### config.mk
export PLATFORM = sky130hd
export DESIGN_NAME = div_axil_top
export DESIGN_NICKNAME = d
export VERILOG_FILES = /design/src/source/div_pkg.sv /design/src/source/div_axil_top.sv /design/src/source/div_regs.sv /design/src/source/axil_slave.sv /design/src/source/seq_divider.sv
export SDC_FILE = /design/constraint.sdc
export NUM_CORES = 1
export LEC_CHECK = 0
export ABC_AREA = 0
export BUFFER_PORTS_ARGS = -buffer_cell sky130_fd_sc_hd__buf_2
export CAP_MARGIN = 5
export CELL_PAD_IN_SITES_DETAIL_PLACEMENT = 1
export CELL_PAD_IN_SITES_GLOBAL_PLACEMENT = 1
export CORE_ASPECT_RATIO = 0.9
export CORE_UTILIZATION = 47
export DETAILED_ROUTE_END_ITERATION = 7
export PLACE_DENSITY = 0.75
export RECOVER_POWER = 100
export SYNTH_ARGS = -nofsm -noshare
export SYNTH_HDL_FRONTEND = slang
export SYNTH_SLANG_ARGS = --single-unit
### constraint.sdc
create_clock -name clk -period 3.3 [get_ports clk]
set_input_delay 0.99 -clock clk [delete_from_list [all_inputs] [get_ports clk]]
set_output_delay 0.99 -clock clk [all_outputs]
set_load 0.03 [all_outputs]
### src/source/div_pkg.sv
// shared bus and divider types; register offsets assume a 5-bit word-aligned AXI4-Lite address
`default_nettype none

package div_pkg;

   // bus word, independent of the divider operand width
   localparam int axil_data_w = 32;

   // register offsets as seen on awaddr and araddr
   typedef enum logic [4:0] {
      REG_CTRL      = 5'h00,  // bit 0 starts a division
      REG_DIVIDEND  = 5'h04,
      REG_DIVISOR   = 5'h08,
      REG_STATUS    = 5'h0C,  // busy, done, div_zero
      REG_QUOTIENT  = 5'h10,
      REG_REMAINDER = 5'h14
   } reg_addr_t;

   // AXI response codes in use
   typedef enum logic [1:0] {
      RESP_OKAY   = 2'b00,
      RESP_SLVERR = 2'b10
   } resp_t;

   // one register access, valid for a single cycle
   typedef struct packed {
      logic                   valid;
      logic                   write;
      reg_addr_t              addr;
      logic [axil_data_w-1:0] wdata;
   } reg_req_t;

   // answer to reg_req_t in the same cycle
   typedef struct packed {
      logic [axil_data_w-1:0] rdata;
      resp_t                  resp;
   } reg_rsp_t;

   // restoring divider sequence
   typedef enum logic [1:0] {
      DIV_IDLE,
      DIV_OP,
      DIV_LAST,
      DIV_DONE
   } div_state_t;

endpackage

`default_nettype wire
### src/source/div_axil_top.sv
// single divider behind AXI4-Lite at 5-bit offsets; data_width from 2 to 32, unsigned operands
`default_nettype none

module div_axil_top #(
   parameter int data_width = 16
) (
   input  logic                            clk,
   input  logic                            reset,
   input  logic [4:0]                      awaddr,
   input  logic                            awvalid,
   output logic                            awready,
   input  logic [div_pkg::axil_data_w-1:0] wdata,
   input  logic                            wvalid,
   output logic                            wready,
   output logic [1:0]                      bresp,
   output logic                            bvalid,
   input  logic                            bready,
   input  logic [4:0]                      araddr,
   input  logic                            arvalid,
   output logic                            arready,
   output logic [div_pkg::axil_data_w-1:0] rdata,
   output logic [1:0]                      rresp,
   output logic                            rvalid,
   input  logic                            rready
);

   div_pkg::reg_req_t reg_req;
   div_pkg::reg_rsp_t reg_rsp;
   logic start, ready, done_tick;
   logic [data_width-1:0] dividend, divisor;
   logic [data_width-1:0] quotient, remainder;

   axil_slave i_axil_slave (
      .clk(clk), .reset(reset),
      .awaddr(awaddr), .awvalid(awvalid), .awready(awready),
      .wdata(wdata), .wvalid(wvalid), .wready(wready),
      .bresp(bresp), .bvalid(bvalid), .bready(bready),
      .araddr(araddr), .arvalid(arvalid), .arready(arready),
      .rdata(rdata), .rresp(rresp), .rvalid(rvalid), .rready(rready),
      .reg_req(reg_req), .reg_rsp(reg_rsp)
   );

   div_regs #(.data_width(data_width)) i_div_regs (
      .clk(clk), .reset(reset),
      .reg_req(reg_req), .reg_rsp(reg_rsp),
      .ready(ready), .done_tick(done_tick),
      .quotient(quotient), .remainder(remainder),
      .start(start), .dividend(dividend), .divisor(divisor)
   );

   seq_divider #(.data_width(data_width)) i_seq_divider (
      .clk(clk), .reset(reset),
      .start(start), .dividend(dividend), .divisor(divisor),
      .ready(ready), .done_tick(done_tick),
      .quotient(quotient), .remainder(remainder)
   );

endmodule

`default_nettype wire

### src/source/div_regs.sv
// operands zero-extend on read and truncate on write; results hold until the next start
`default_nettype none

module div_regs #(
   parameter int data_width = 16
) (
   input  logic                  clk,
   input  logic                  reset,
   input  div_pkg::reg_req_t     reg_req,
   output div_pkg::reg_rsp_t     reg_rsp,
   input  logic                  ready,
   input  logic                  done_tick,
   input  logic [data_width-1:0] quotient,
   input  logic [data_width-1:0] remainder,
   output logic                  start,
   output logic [data_width-1:0] dividend,
   output logic [data_width-1:0] divisor
);

   logic [data_width-1:0] dividend_reg, divisor_reg;
   logic [data_width-1:0] quotient_reg, remainder_reg;
   logic done_flag;
   logic zero_flag;  // sticky until the next start
   logic zero_pend;  // divisor of the running division was zero
   logic wr_en;
   logic start_cmd;

   assign wr_en = reg_req.valid && reg_req.write;
   assign start_cmd = wr_en && (reg_req.addr == div_pkg::REG_CTRL) && reg_req.wdata[0];
   assign start = start_cmd && ready;  // ignored while busy

   assign dividend = dividend_reg;
   assign divisor = divisor_reg;

   always_ff @(posedge clk)
   begin
      if (wr_en && reg_req.addr == div_pkg::REG_DIVIDEND)
         dividend_reg <= reg_req.wdata[data_width-1:0];
      if (wr_en && reg_req.addr == div_pkg::REG_DIVISOR)
         divisor_reg <= reg_req.wdata[data_width-1:0];
      if (done_tick)
      begin
         quotient_reg <= quotient;
         remainder_reg <= remainder;
      end
   end

   always_ff @(posedge clk or posedge reset)
   begin
      if (reset)
      begin
         done_flag <= 1'b0;
         zero_flag <= 1'b0;
         zero_pend <= 1'b0;
      end
      else if (start)
      begin
         done_flag <= 1'b0;
         zero_flag <= 1'b0;
         zero_pend <= (divisor_reg == '0);
      end
      else if (done_tick)
      begin
         done_flag <= 1'b1;
         zero_flag <= zero_pend;
      end
   end

   // response and read mux
   always_comb
   begin
      reg_rsp.rdata = '0;
      reg_rsp.resp = div_pkg::RESP_OKAY;
      case (reg_req.addr)
         div_pkg::REG_CTRL:
            if (start_cmd && !ready)
               reg_rsp.resp = div_pkg::RESP_SLVERR;  // start while busy
         div_pkg::REG_DIVIDEND:
            reg_rsp.rdata[data_width-1:0] = dividend_reg;
         div_pkg::REG_DIVISOR:
            reg_rsp.rdata[data_width-1:0] = divisor_reg;
         div_pkg::REG_STATUS:
         begin
            reg_rsp.rdata[2:0] = {zero_flag, done_flag, !ready};
            if (reg_req.write)
               reg_rsp.resp = div_pkg::RESP_SLVERR;  // read-only
         end
         div_pkg::REG_QUOTIENT:
         begin
            reg_rsp.rdata[data_width-1:0] = quotient_reg;
            if (reg_req.write)
               reg_rsp.resp = div_pkg::RESP_SLVERR;
         end
         div_pkg::REG_REMAINDER:
         begin
            reg_rsp.rdata[data_width-1:0] = remainder_reg;
            if (reg_req.write)
               reg_rsp.resp = div_pkg::RESP_SLVERR;
         end
         default:
            reg_rsp.resp = div_pkg::RESP_SLVERR;  // unmapped offset
      endcase
   end

endmodule

`default_nettype wire

### src/source/axil_slave.sv
// one outstanding access per channel; no wstrb or prot, every write takes the full word
`default_nettype none

module axil_slave (
   input  logic                                clk,
   input  logic                                reset,
   input  logic [4:0]                          awaddr,
   input  logic                                awvalid,
   output logic                                awready,
   input  logic [div_pkg::axil_data_w-1:0]     wdata,
   input  logic                                wvalid,
   output logic                                wready,
   output logic [1:0]                          bresp,
   output logic                                bvalid,
   input  logic                                bready,
   input  logic [4:0]                          araddr,
   input  logic                                arvalid,
   output logic                                arready,
   output logic [div_pkg::axil_data_w-1:0]     rdata,
   output logic [1:0]                          rresp,
   output logic                                rvalid,
   input  logic                                rready,
   output div_pkg::reg_req_t                   reg_req,
   input  div_pkg::reg_rsp_t                   reg_rsp
);

   logic wr_go;  // write accepted this cycle
   logic rd_go;  // read accepted this cycle

   // address and data are taken together, so nothing is buffered
   assign awready = !bvalid;
   assign wready = !bvalid;
   assign wr_go = awvalid && awready && wvalid && wready;

   // a write in the same cycle pushes the read back by one
   assign arready = !rvalid && !wr_go;
   assign rd_go = arvalid && arready;

   always_comb
   begin
      reg_req.valid = wr_go || rd_go;
      reg_req.write = wr_go;
      reg_req.addr = div_pkg::reg_addr_t'(wr_go ? awaddr : araddr);
      reg_req.wdata = wdata;
   end

   // write response channel
   always_ff @(posedge clk or posedge reset)
   begin
      if (reset)
         bvalid <= 1'b0;
      else if (wr_go)
         bvalid <= 1'b1;
      else if (bready)
         bvalid <= 1'b0;
   end

   always_ff @(posedge clk)
   begin
      if (wr_go)
         bresp <= reg_rsp.resp;
   end

   // read data channel
   always_ff @(posedge clk or posedge reset)
   begin
      if (reset)
         rvalid <= 1'b0;
      else if (rd_go)
         rvalid <= 1'b1;
      else if (rready)
         rvalid <= 1'b0;
   end

   always_ff @(posedge clk)
   begin
      if (rd_go)
      begin
         rdata <= reg_rsp.rdata;  // captured once, held while stalled
         rresp <= reg_rsp.resp;
      end
   end

   a_bvalid_hold: assert property (@(posedge clk) disable iff (reset)
      bvalid && !bready |=> bvalid && $stable(bresp));

   a_rvalid_hold: assert property (@(posedge clk) disable iff (reset)
      rvalid && !rready |=> rvalid && $stable(rdata) && $stable(rresp));

   // the register block sees one access per cycle
   a_one_req: assert property (@(posedge clk) disable iff (reset)
      !(wr_go && rd_go));

endmodule

`default_nettype wire

### src/source/seq_divider.sv
// unsigned only, data_width 2 to 32; a zero divisor yields all-ones quotient and the dividend as remainder
`default_nettype none

module seq_divider #(
   parameter int data_width = 16
) (
   input  logic                  clk,
   input  logic                  reset,
   input  logic                  start,
   input  logic [data_width-1:0] dividend,
   input  logic [data_width-1:0] divisor,
   output logic                  ready,
   output logic                  done_tick,
   output logic [data_width-1:0] quotient,
   output logic [data_width-1:0] remainder
);

   localparam int cnt_w = $clog2(data_width);

   div_pkg::div_state_t state_reg, state_next;
   logic [data_width:0]   rh_reg, rh_next;  // partial remainder, spare msb for the shift
   logic [data_width:0]   rh_tmp;
   logic [data_width-1:0] rl_reg, rl_next;  // dividend bits out, quotient bits in
   logic [data_width-1:0] d_reg, d_next;
   logic [cnt_w-1:0]      n_reg, n_next;    // shift steps left before the last one
   logic                  q_bit;

   always_ff @(posedge clk or posedge reset)
   begin
      if (reset)
      begin
         state_reg <= div_pkg::DIV_IDLE;
         n_reg <= '0;
      end
      else
      begin
         state_reg <= state_next;
         n_reg <= n_next;
      end
   end

   // datapath registers
   always_ff @(posedge clk)
   begin
      rh_reg <= rh_next;
      rl_reg <= rl_next;
      d_reg <= d_next;
   end

   always_comb
   begin
      state_next = state_reg;
      rh_next = rh_reg;
      rl_next = rl_reg;
      d_next = d_reg;
      n_next = n_reg;
      case (state_reg)
         div_pkg::DIV_IDLE:
         begin
            if (start)
            begin
               // dividend msb goes straight into the remainder
               rh_next = {{data_width{1'b0}}, dividend[data_width-1]};
               rl_next = {dividend[data_width-2:0], 1'b0};
               d_next = divisor;
               n_next = cnt_w'(data_width - 1);
               state_next = div_pkg::DIV_OP;
            end
         end
         div_pkg::DIV_OP:
         begin
            rl_next = {rl_reg[data_width-2:0], q_bit};
            rh_next = {rh_tmp[data_width-1:0], rl_reg[data_width-1]};
            n_next = n_reg - 1'b1;
            if (n_reg == 1)
               state_next = div_pkg::DIV_LAST;
         end
         div_pkg::DIV_LAST:
         begin
            rl_next = {rl_reg[data_width-2:0], q_bit};
            rh_next = rh_tmp;  // no shift on the final step
            state_next = div_pkg::DIV_DONE;
         end
         default:
            state_next = div_pkg::DIV_IDLE;  // done lasts one cycle
      endcase
   end

   // compare and subtract
   always_comb
   begin
      if (rh_reg >= {1'b0, d_reg})
      begin
         rh_tmp = rh_reg - {1'b0, d_reg};
         q_bit = 1'b1;
      end
      else
      begin
         rh_tmp = rh_reg;
         q_bit = 1'b0;
      end
   end

   assign ready = (state_reg == div_pkg::DIV_IDLE);
   assign done_tick = (state_reg == div_pkg::DIV_DONE);
   assign quotient = rl_reg;
   assign remainder = rh_reg[data_width-1:0];  // msb is always clear here

   a_done_single: assert property (@(posedge clk) disable iff (reset)
      done_tick |=> !done_tick);

   // the register block may only start an idle divider
   a_start_ready: assert property (@(posedge clk) disable iff (reset)
      start |-> ready);

endmodule

`default_nettype wire

# Word-level counts from Yosys, hierarchy flattened
# Index checks and enable logic that the tools add are counted.
[word_totals]
reg_bits = 144
in_bits = 49
out_inout_bits = 41
wordCells = 93
[classes]
add_sub_neg = 2
magnitude_cmp = 1
n_eq_ne = 12
muxes = 25
n_reduce_logical = 35
[op_table]
columns = ["cell", "count"]
rows = [
  ["$pmux W13 S4", 1],
  ["$pmux W17 S3", 1],
  ["$mux W17", 2],
  ["$pmux W16 S2", 1],
  ["$ge A17 B16 Y1", 1],
  ["$sub A17 B16 Y17", 1],
  ["$logic_not A16 Y1", 1],
  ["$mux W16", 1],
  ["$pmux W3 S5", 1],
  ["$logic_and A1 B1 Y1", 12],
  ["$pmux W2 S3", 2],
  ["$eq A5 B4 Y1 const B", 2],
  ["$eq A5 B5 Y1 const B", 2],
  ["$reduce_and A2 Y1", 5],
  ["$reduce_bool A2 Y1", 5],
  ["$mux W1", 9],
  ["$mux W2", 4],
  ["$pmux W4 S2", 1],
  ["$eq A5 B3 Y1 const B", 1],
  ["$logic_not A5 Y1", 1],
  ["$mux W5", 1],
  ["$eq A2 B2 Y1 const B", 2],
  ["$eq A4 B1 Y1 const B", 1],
  ["$logic_not A1 Y1", 4],
  ["other kinds (11)", 13],
]

# Longest topological paths before layout
[depth]
ltp_word = 14
mapped_depth = 12

# Modules after synthesis
# From an unflattened synthesis, not the netlist that was laid out.
[unflattened]
cells_unflattened = 640
hier_area_um2 = 8086.5
[by_module_without_submodules]
columns = ["mod", "n_inst", "cells_each", "area_each_um2", "seq_area_each_um2"]
rows = [
  ["seq_divider", 1, 345, 3646.0, 1621.6],
  ["div_regs", 1, 207, 2915.3, 1996.9],
  ["axil_slave", 1, 88, 1525.2, 1131.1],
]

# Worst setup path after synthesis
# No wires, ideal clock.
[synth_timing]
path_kind = "in2reg"
startpoint = "input wvalid"
endpoint = "register i_div_regs.dividend_reg[0], in the netlist i_div_regs.dividend[0] (enable)"
setup_time_ps = 409
arrival_ps = 2792
required_time_ps = 2891
path_slack_ps = 99
stages = 5
path_cell_list = "nand3_1 clkbuf_1 nor4_1 a21oi_1 nor3_1"
[synth_between]
elab_chain_len = 8
elab_cells_between_ends = 10
classes_between = "eq/ne (1); mux (1); reduce/logical (8)"
[synth_lines]
columns = ["element", "line", "rtl"]
rows = [
  ["from (decl)", "div_axil_top.sv:13", "input logic wvalid,"],
  ["$logic_and A1 B1 Y1 (*) (2 in series)", "axil_slave.sv:33", "assign wr_go = awvalid && awready && wvalid && wready;"],
  ["parallel branches: the longest is 5 deep, another holds $mux W5", "n/a", ""],
  ["$logic_and A1 B1 Y1 (*)", "div_regs.sv:37", "if (wr_en && reg_req.addr == div_pkg::REG_DIVIDEND)"],
  ["to (signal assigned)", "div_regs.sv:38", "dividend_reg <= reg_req.wdata[data_width-1:0];"],
  ["to (decl)", "div_regs.sv:20", "logic [data_width-1:0] dividend_reg, divisor_reg;"],
]
# Mark *: on every way between the ends.
# A chain may end at the register's enable or synchronous reset.

# Worst setup path in the final report
[layout_timing]
startpoint = "register i_seq_divider.rh_reg[0]"
endpoint = "register i_seq_divider.rh_reg[14] (data pin)"
[layout_between]
elab_chain_len = 3
elab_cells_between_ends = 4
classes_between = "add/sub (1); order compare (1); mux (2)"
[layout_lines]
columns = ["element", "line", "rtl"]
rows = [
  ["from (decl)", "seq_divider.sv:21", "logic [data_width:0] rh_reg, rh_next;"],
  ["from (signal assigned)", "seq_divider.sv:45", "rh_reg <= rh_next;"],
  ["$sub A17 B16 Y17 / $ge A17 B16 Y1 (equally long branches)", "seq_divider.sv:94, seq_divider.sv:92", ""],
  ["$mux W17 (*)", "seq_divider.sv:92", "if (rh_reg >= {1'b0, d_reg})"],
  ["$pmux W17 S3 (*)", "seq_divider.sv:57", "case (state_reg)"],
  ["named net i_seq_divider.rh_next[14]", "seq_divider.sv:21", ""],
]
# Mark *: on every way through the listed nets, which the timed path passes. The rest lies on a longest branch. The select of a mux whose other input is x is not followed.

==> reports/results.ini <==
[setup_path]
critPathSlowestCell=or3_1
reg2reg_to=i_seq_divider.rh_reg[14]
crit_type=register to register
crit_fanout=6
critPathArrivalTime_ps=3280
crit_buf_inv=2
slowest_delay_ps=490
crit_required_ps=3450
path_delay_family=compound AO/OA/AOI/OAI gates
path_cells=inv_1 -> ha_1 -> inv_1 -> fa_1 -> a21oi_1 -> nor2_1 -> or3_1 -> nand4_1 -> a21oi_1 -> a211oi_1 -> o32ai_1
reg2regPathDepth=11
worstSetupEndpointType=register
r2r-start=i_seq_divider.rh_reg[0]
crit_cells=11
worstSetupStartpointType=register
r2r_slack_ps=170

[power]
cellPowerDensity_nw_per_um2=809
switching_share_pct=34.8
p_int_mw=4.13
power_frac_clock_pct=30.3
power_leakage_nw=2.91
seqPwrFrac_pct=40.5
power_switching_mw=2.20
comb_power_share_pct=29.3
vdd_drop_max_uv=350

[final_layout]
final_util_pct=55.6
syn2layout_area_growth_pct=14.9
final_nets=663
antenna_cells=0
seq_area_um2=4210
final_cell_mix=131 x edfxtp_1, 46 x clkbuf_1, 32 x mux2i_1
layout_commonest_cell=edfxtp_1
multiInputGateArea_um2=2330
largest_register_ffs=17
final.fill_count=1471
final_layout_size_suffix_gt1_share_pct=13.6

[floorplanning]
initial_core_util_pct=48.4
ios=90
rows=41
die_h_um=116
core_area_um2=14100
die_x_um=129
die_area_um2=15000

[route]
wire_per_inst_um=22.0
via_per_inst=5.72
drc=0
drtPass1Iterations=4
routed-via-count=4554
drt-total-wl_mm=17.5
drt-initial-drc-count=332
ant_nets=0

[synthesis]
synth-main-ff-cell=edfxtp_1
syn_area_per_cell_um2=13.2
synth-edff-count=131
yosys.cell_types.count=60
netlist_instances=514
yosysTopAreaCellShare_pct=57.8
synth.area.top_cells=edfxtp_1 58%, mux2i_1 4.7%, ha_1 4.2%, dfrtp_1 4.0%, mux2_2 2.6%
synth_top_area_cell=edfxtp_1
ys_ff_latch=142
syn_area_um2=6800
ys_seq_area_share_pct=61.9
yosys_warnings=0
async_reset_ff_share_pct=7.75

[clock_network]
clk_path_buf_depth=2
cts_buffers=17
cts_sinks=142
clkTransAtPathRegs_ps=60
cts-resized-gates=0
cts_setup_buffers=0
cts_tree=built
htreeDepth=4
clkLatencyLatePin_ps=420
root_buffer=clkbuf_16
hold_buffers=0

[global_route]
grt_max_degree=35
use_met3_pct=4.58
grt_use_met1_pct=31.0
grt_pass1_wl_mm=26.6
grt_pass1_vias=4754
top_usage_layer=met2
grt_overflow=0
grt_antenna_before_repair=0
use_met2_pct=43.7
grt_use_total_pct=24.4

[sta]
setup-violations-final=0
fmax_ghz=0.319
fin_tns_setup_ps=0
post-route-period-util_pct=94.9
rsz0062_at_grt=false
finalHoldViolCount=0
setup_slack_ps=169
slew_viol_final=35
worst_slew_pin_slew_ps=2170
finClkSkew_ps=10.1
max_slew_margin_pct=-44.8
min_period_ps=3130

[flow_run]
maxCapViolations=1

[place]
place_ws_ps=293
dp_hpwl_mm=12.4
routabilityCongestion=0.820
port_buffers=55

[run_status]
status=finished with violations
violations=capacitance limit, slew limit

[min_path]
min_to=i_div_regs.quotient_reg[3]
min_from=i_seq_divider.quotient[3]
hold_depth=0
min_path_type=register to register

-- area by class of cell --
cell class | instances | share of cell area (%)
Timing Repair Buffer | 74 | 4.39
Clock inverter | 15 | 2.10
Tap cell | 193 | 3.09
Inverter | 28 | 1.34
Clock buffer | 17 | 5.44
Sequential cell | 142 | 53.8
Multi-Input combinational cell | 327 | 29.8
-- cell families after synthesis --
family,Yosys count,synth area share (%)
multiplexers,50,7.73
XOR/XNOR,9,1.16
AND/OR/NAND/NOR,114,8.85
buffers and inverters,62,4.65
adder cells (fa/ha/maj),24,4.53
flip-flops,142,61.9
AO/OA/AOI/OAI,112,11.1
other,1,0.0551
-- synth_stat cells (10+ instances only) --
| cell type | n |
|---|---|
| a21oi_1 | 14 |
| a22oi_1 | 13 |
| buf_4 | 19 |
| clkbuf_1 | 10 |
| dfrtp_1 | 11 |
| edfxtp_1 | 131 |
| ha_1 | 23 |
| inv_1 | 26 |
| mux2_2 | 16 |
| mux2i_1 | 32 |
| nand2_1 | 12 |
| nand3_1 | 11 |
| nor2_1 | 28 |
| nor2b_1 | 10 |
| nor3_1 | 11 |
| o21ai_0 | 24 |
| o22ai_1 | 11 |
-- power by group through the flow --
stage / Clock (mW) / Combinational, mW / Sequential, mW
floorplan: 0 / 1.35 / 2.53
finish: 1.91 / 1.85 / 2.56
global placement: 0 / 1.76 / 2.56
global route: 2.00 / 2.01 / 2.59
CTS: 1.93 / 1.87 / 2.56
detailed placement: 0 / 1.84 / 2.59
-- per-stage QoR --
step           hold slack (ps)  instance area [um^2]  instances  total power [mW]
6_report                   454                  7820        796              6.33
3_3_place_gp               425                  7330        764              4.31
3_5_place_dp               431                  7330        764              4.43
5_1_grt                    464                  7820        796              6.60
2_1_floorplan              420                  6870        531              3.88
4_1_cts                    454                  7920        796              6.36
-- how the worst max path moves through the flow --
stage,from,endpoint,slack (ps)
final,i_seq_divider.rh_reg[0],i_seq_divider.rh_reg[14],170
after CTS,i_seq_divider.rh_reg[0],i_seq_divider.rh_reg[14],230
after detailed placement,i_seq_divider.rh_reg[0],i_seq_divider.rh_reg[14],290
after floorplan,wvalid,i_div_regs.dividend[0],100
after global routing,i_seq_divider.rh_reg[8],i_seq_divider.rh_reg[1],90
after global placement,i_seq_divider.rh_reg[0],i_seq_divider.rh_reg[14],380
-- worst register-to-register path: stages (launching register included) --
cell and delay (ps):
edfxtp_1 390, inv_1 90, ha_1 180, inv_1 80, fa_1 480, a21oi_1 200, nor2_1 100, or3_1 500
nand4_1 160, a21oi_1 70, a211oi_1 470, o32ai_1 160
-- routing by layer --
metal / up-vias / wire (um) / part of all wire [%]
met5: - / 0 / 0
met4: 0 / 80 / 0.46
met3: 7 / 736 / 4.2
met2: 131 / 9290 / 53
met1: 2320 / 7440 / 42
li1: 2096 / - / -
(Power assumes the default switching activity.)
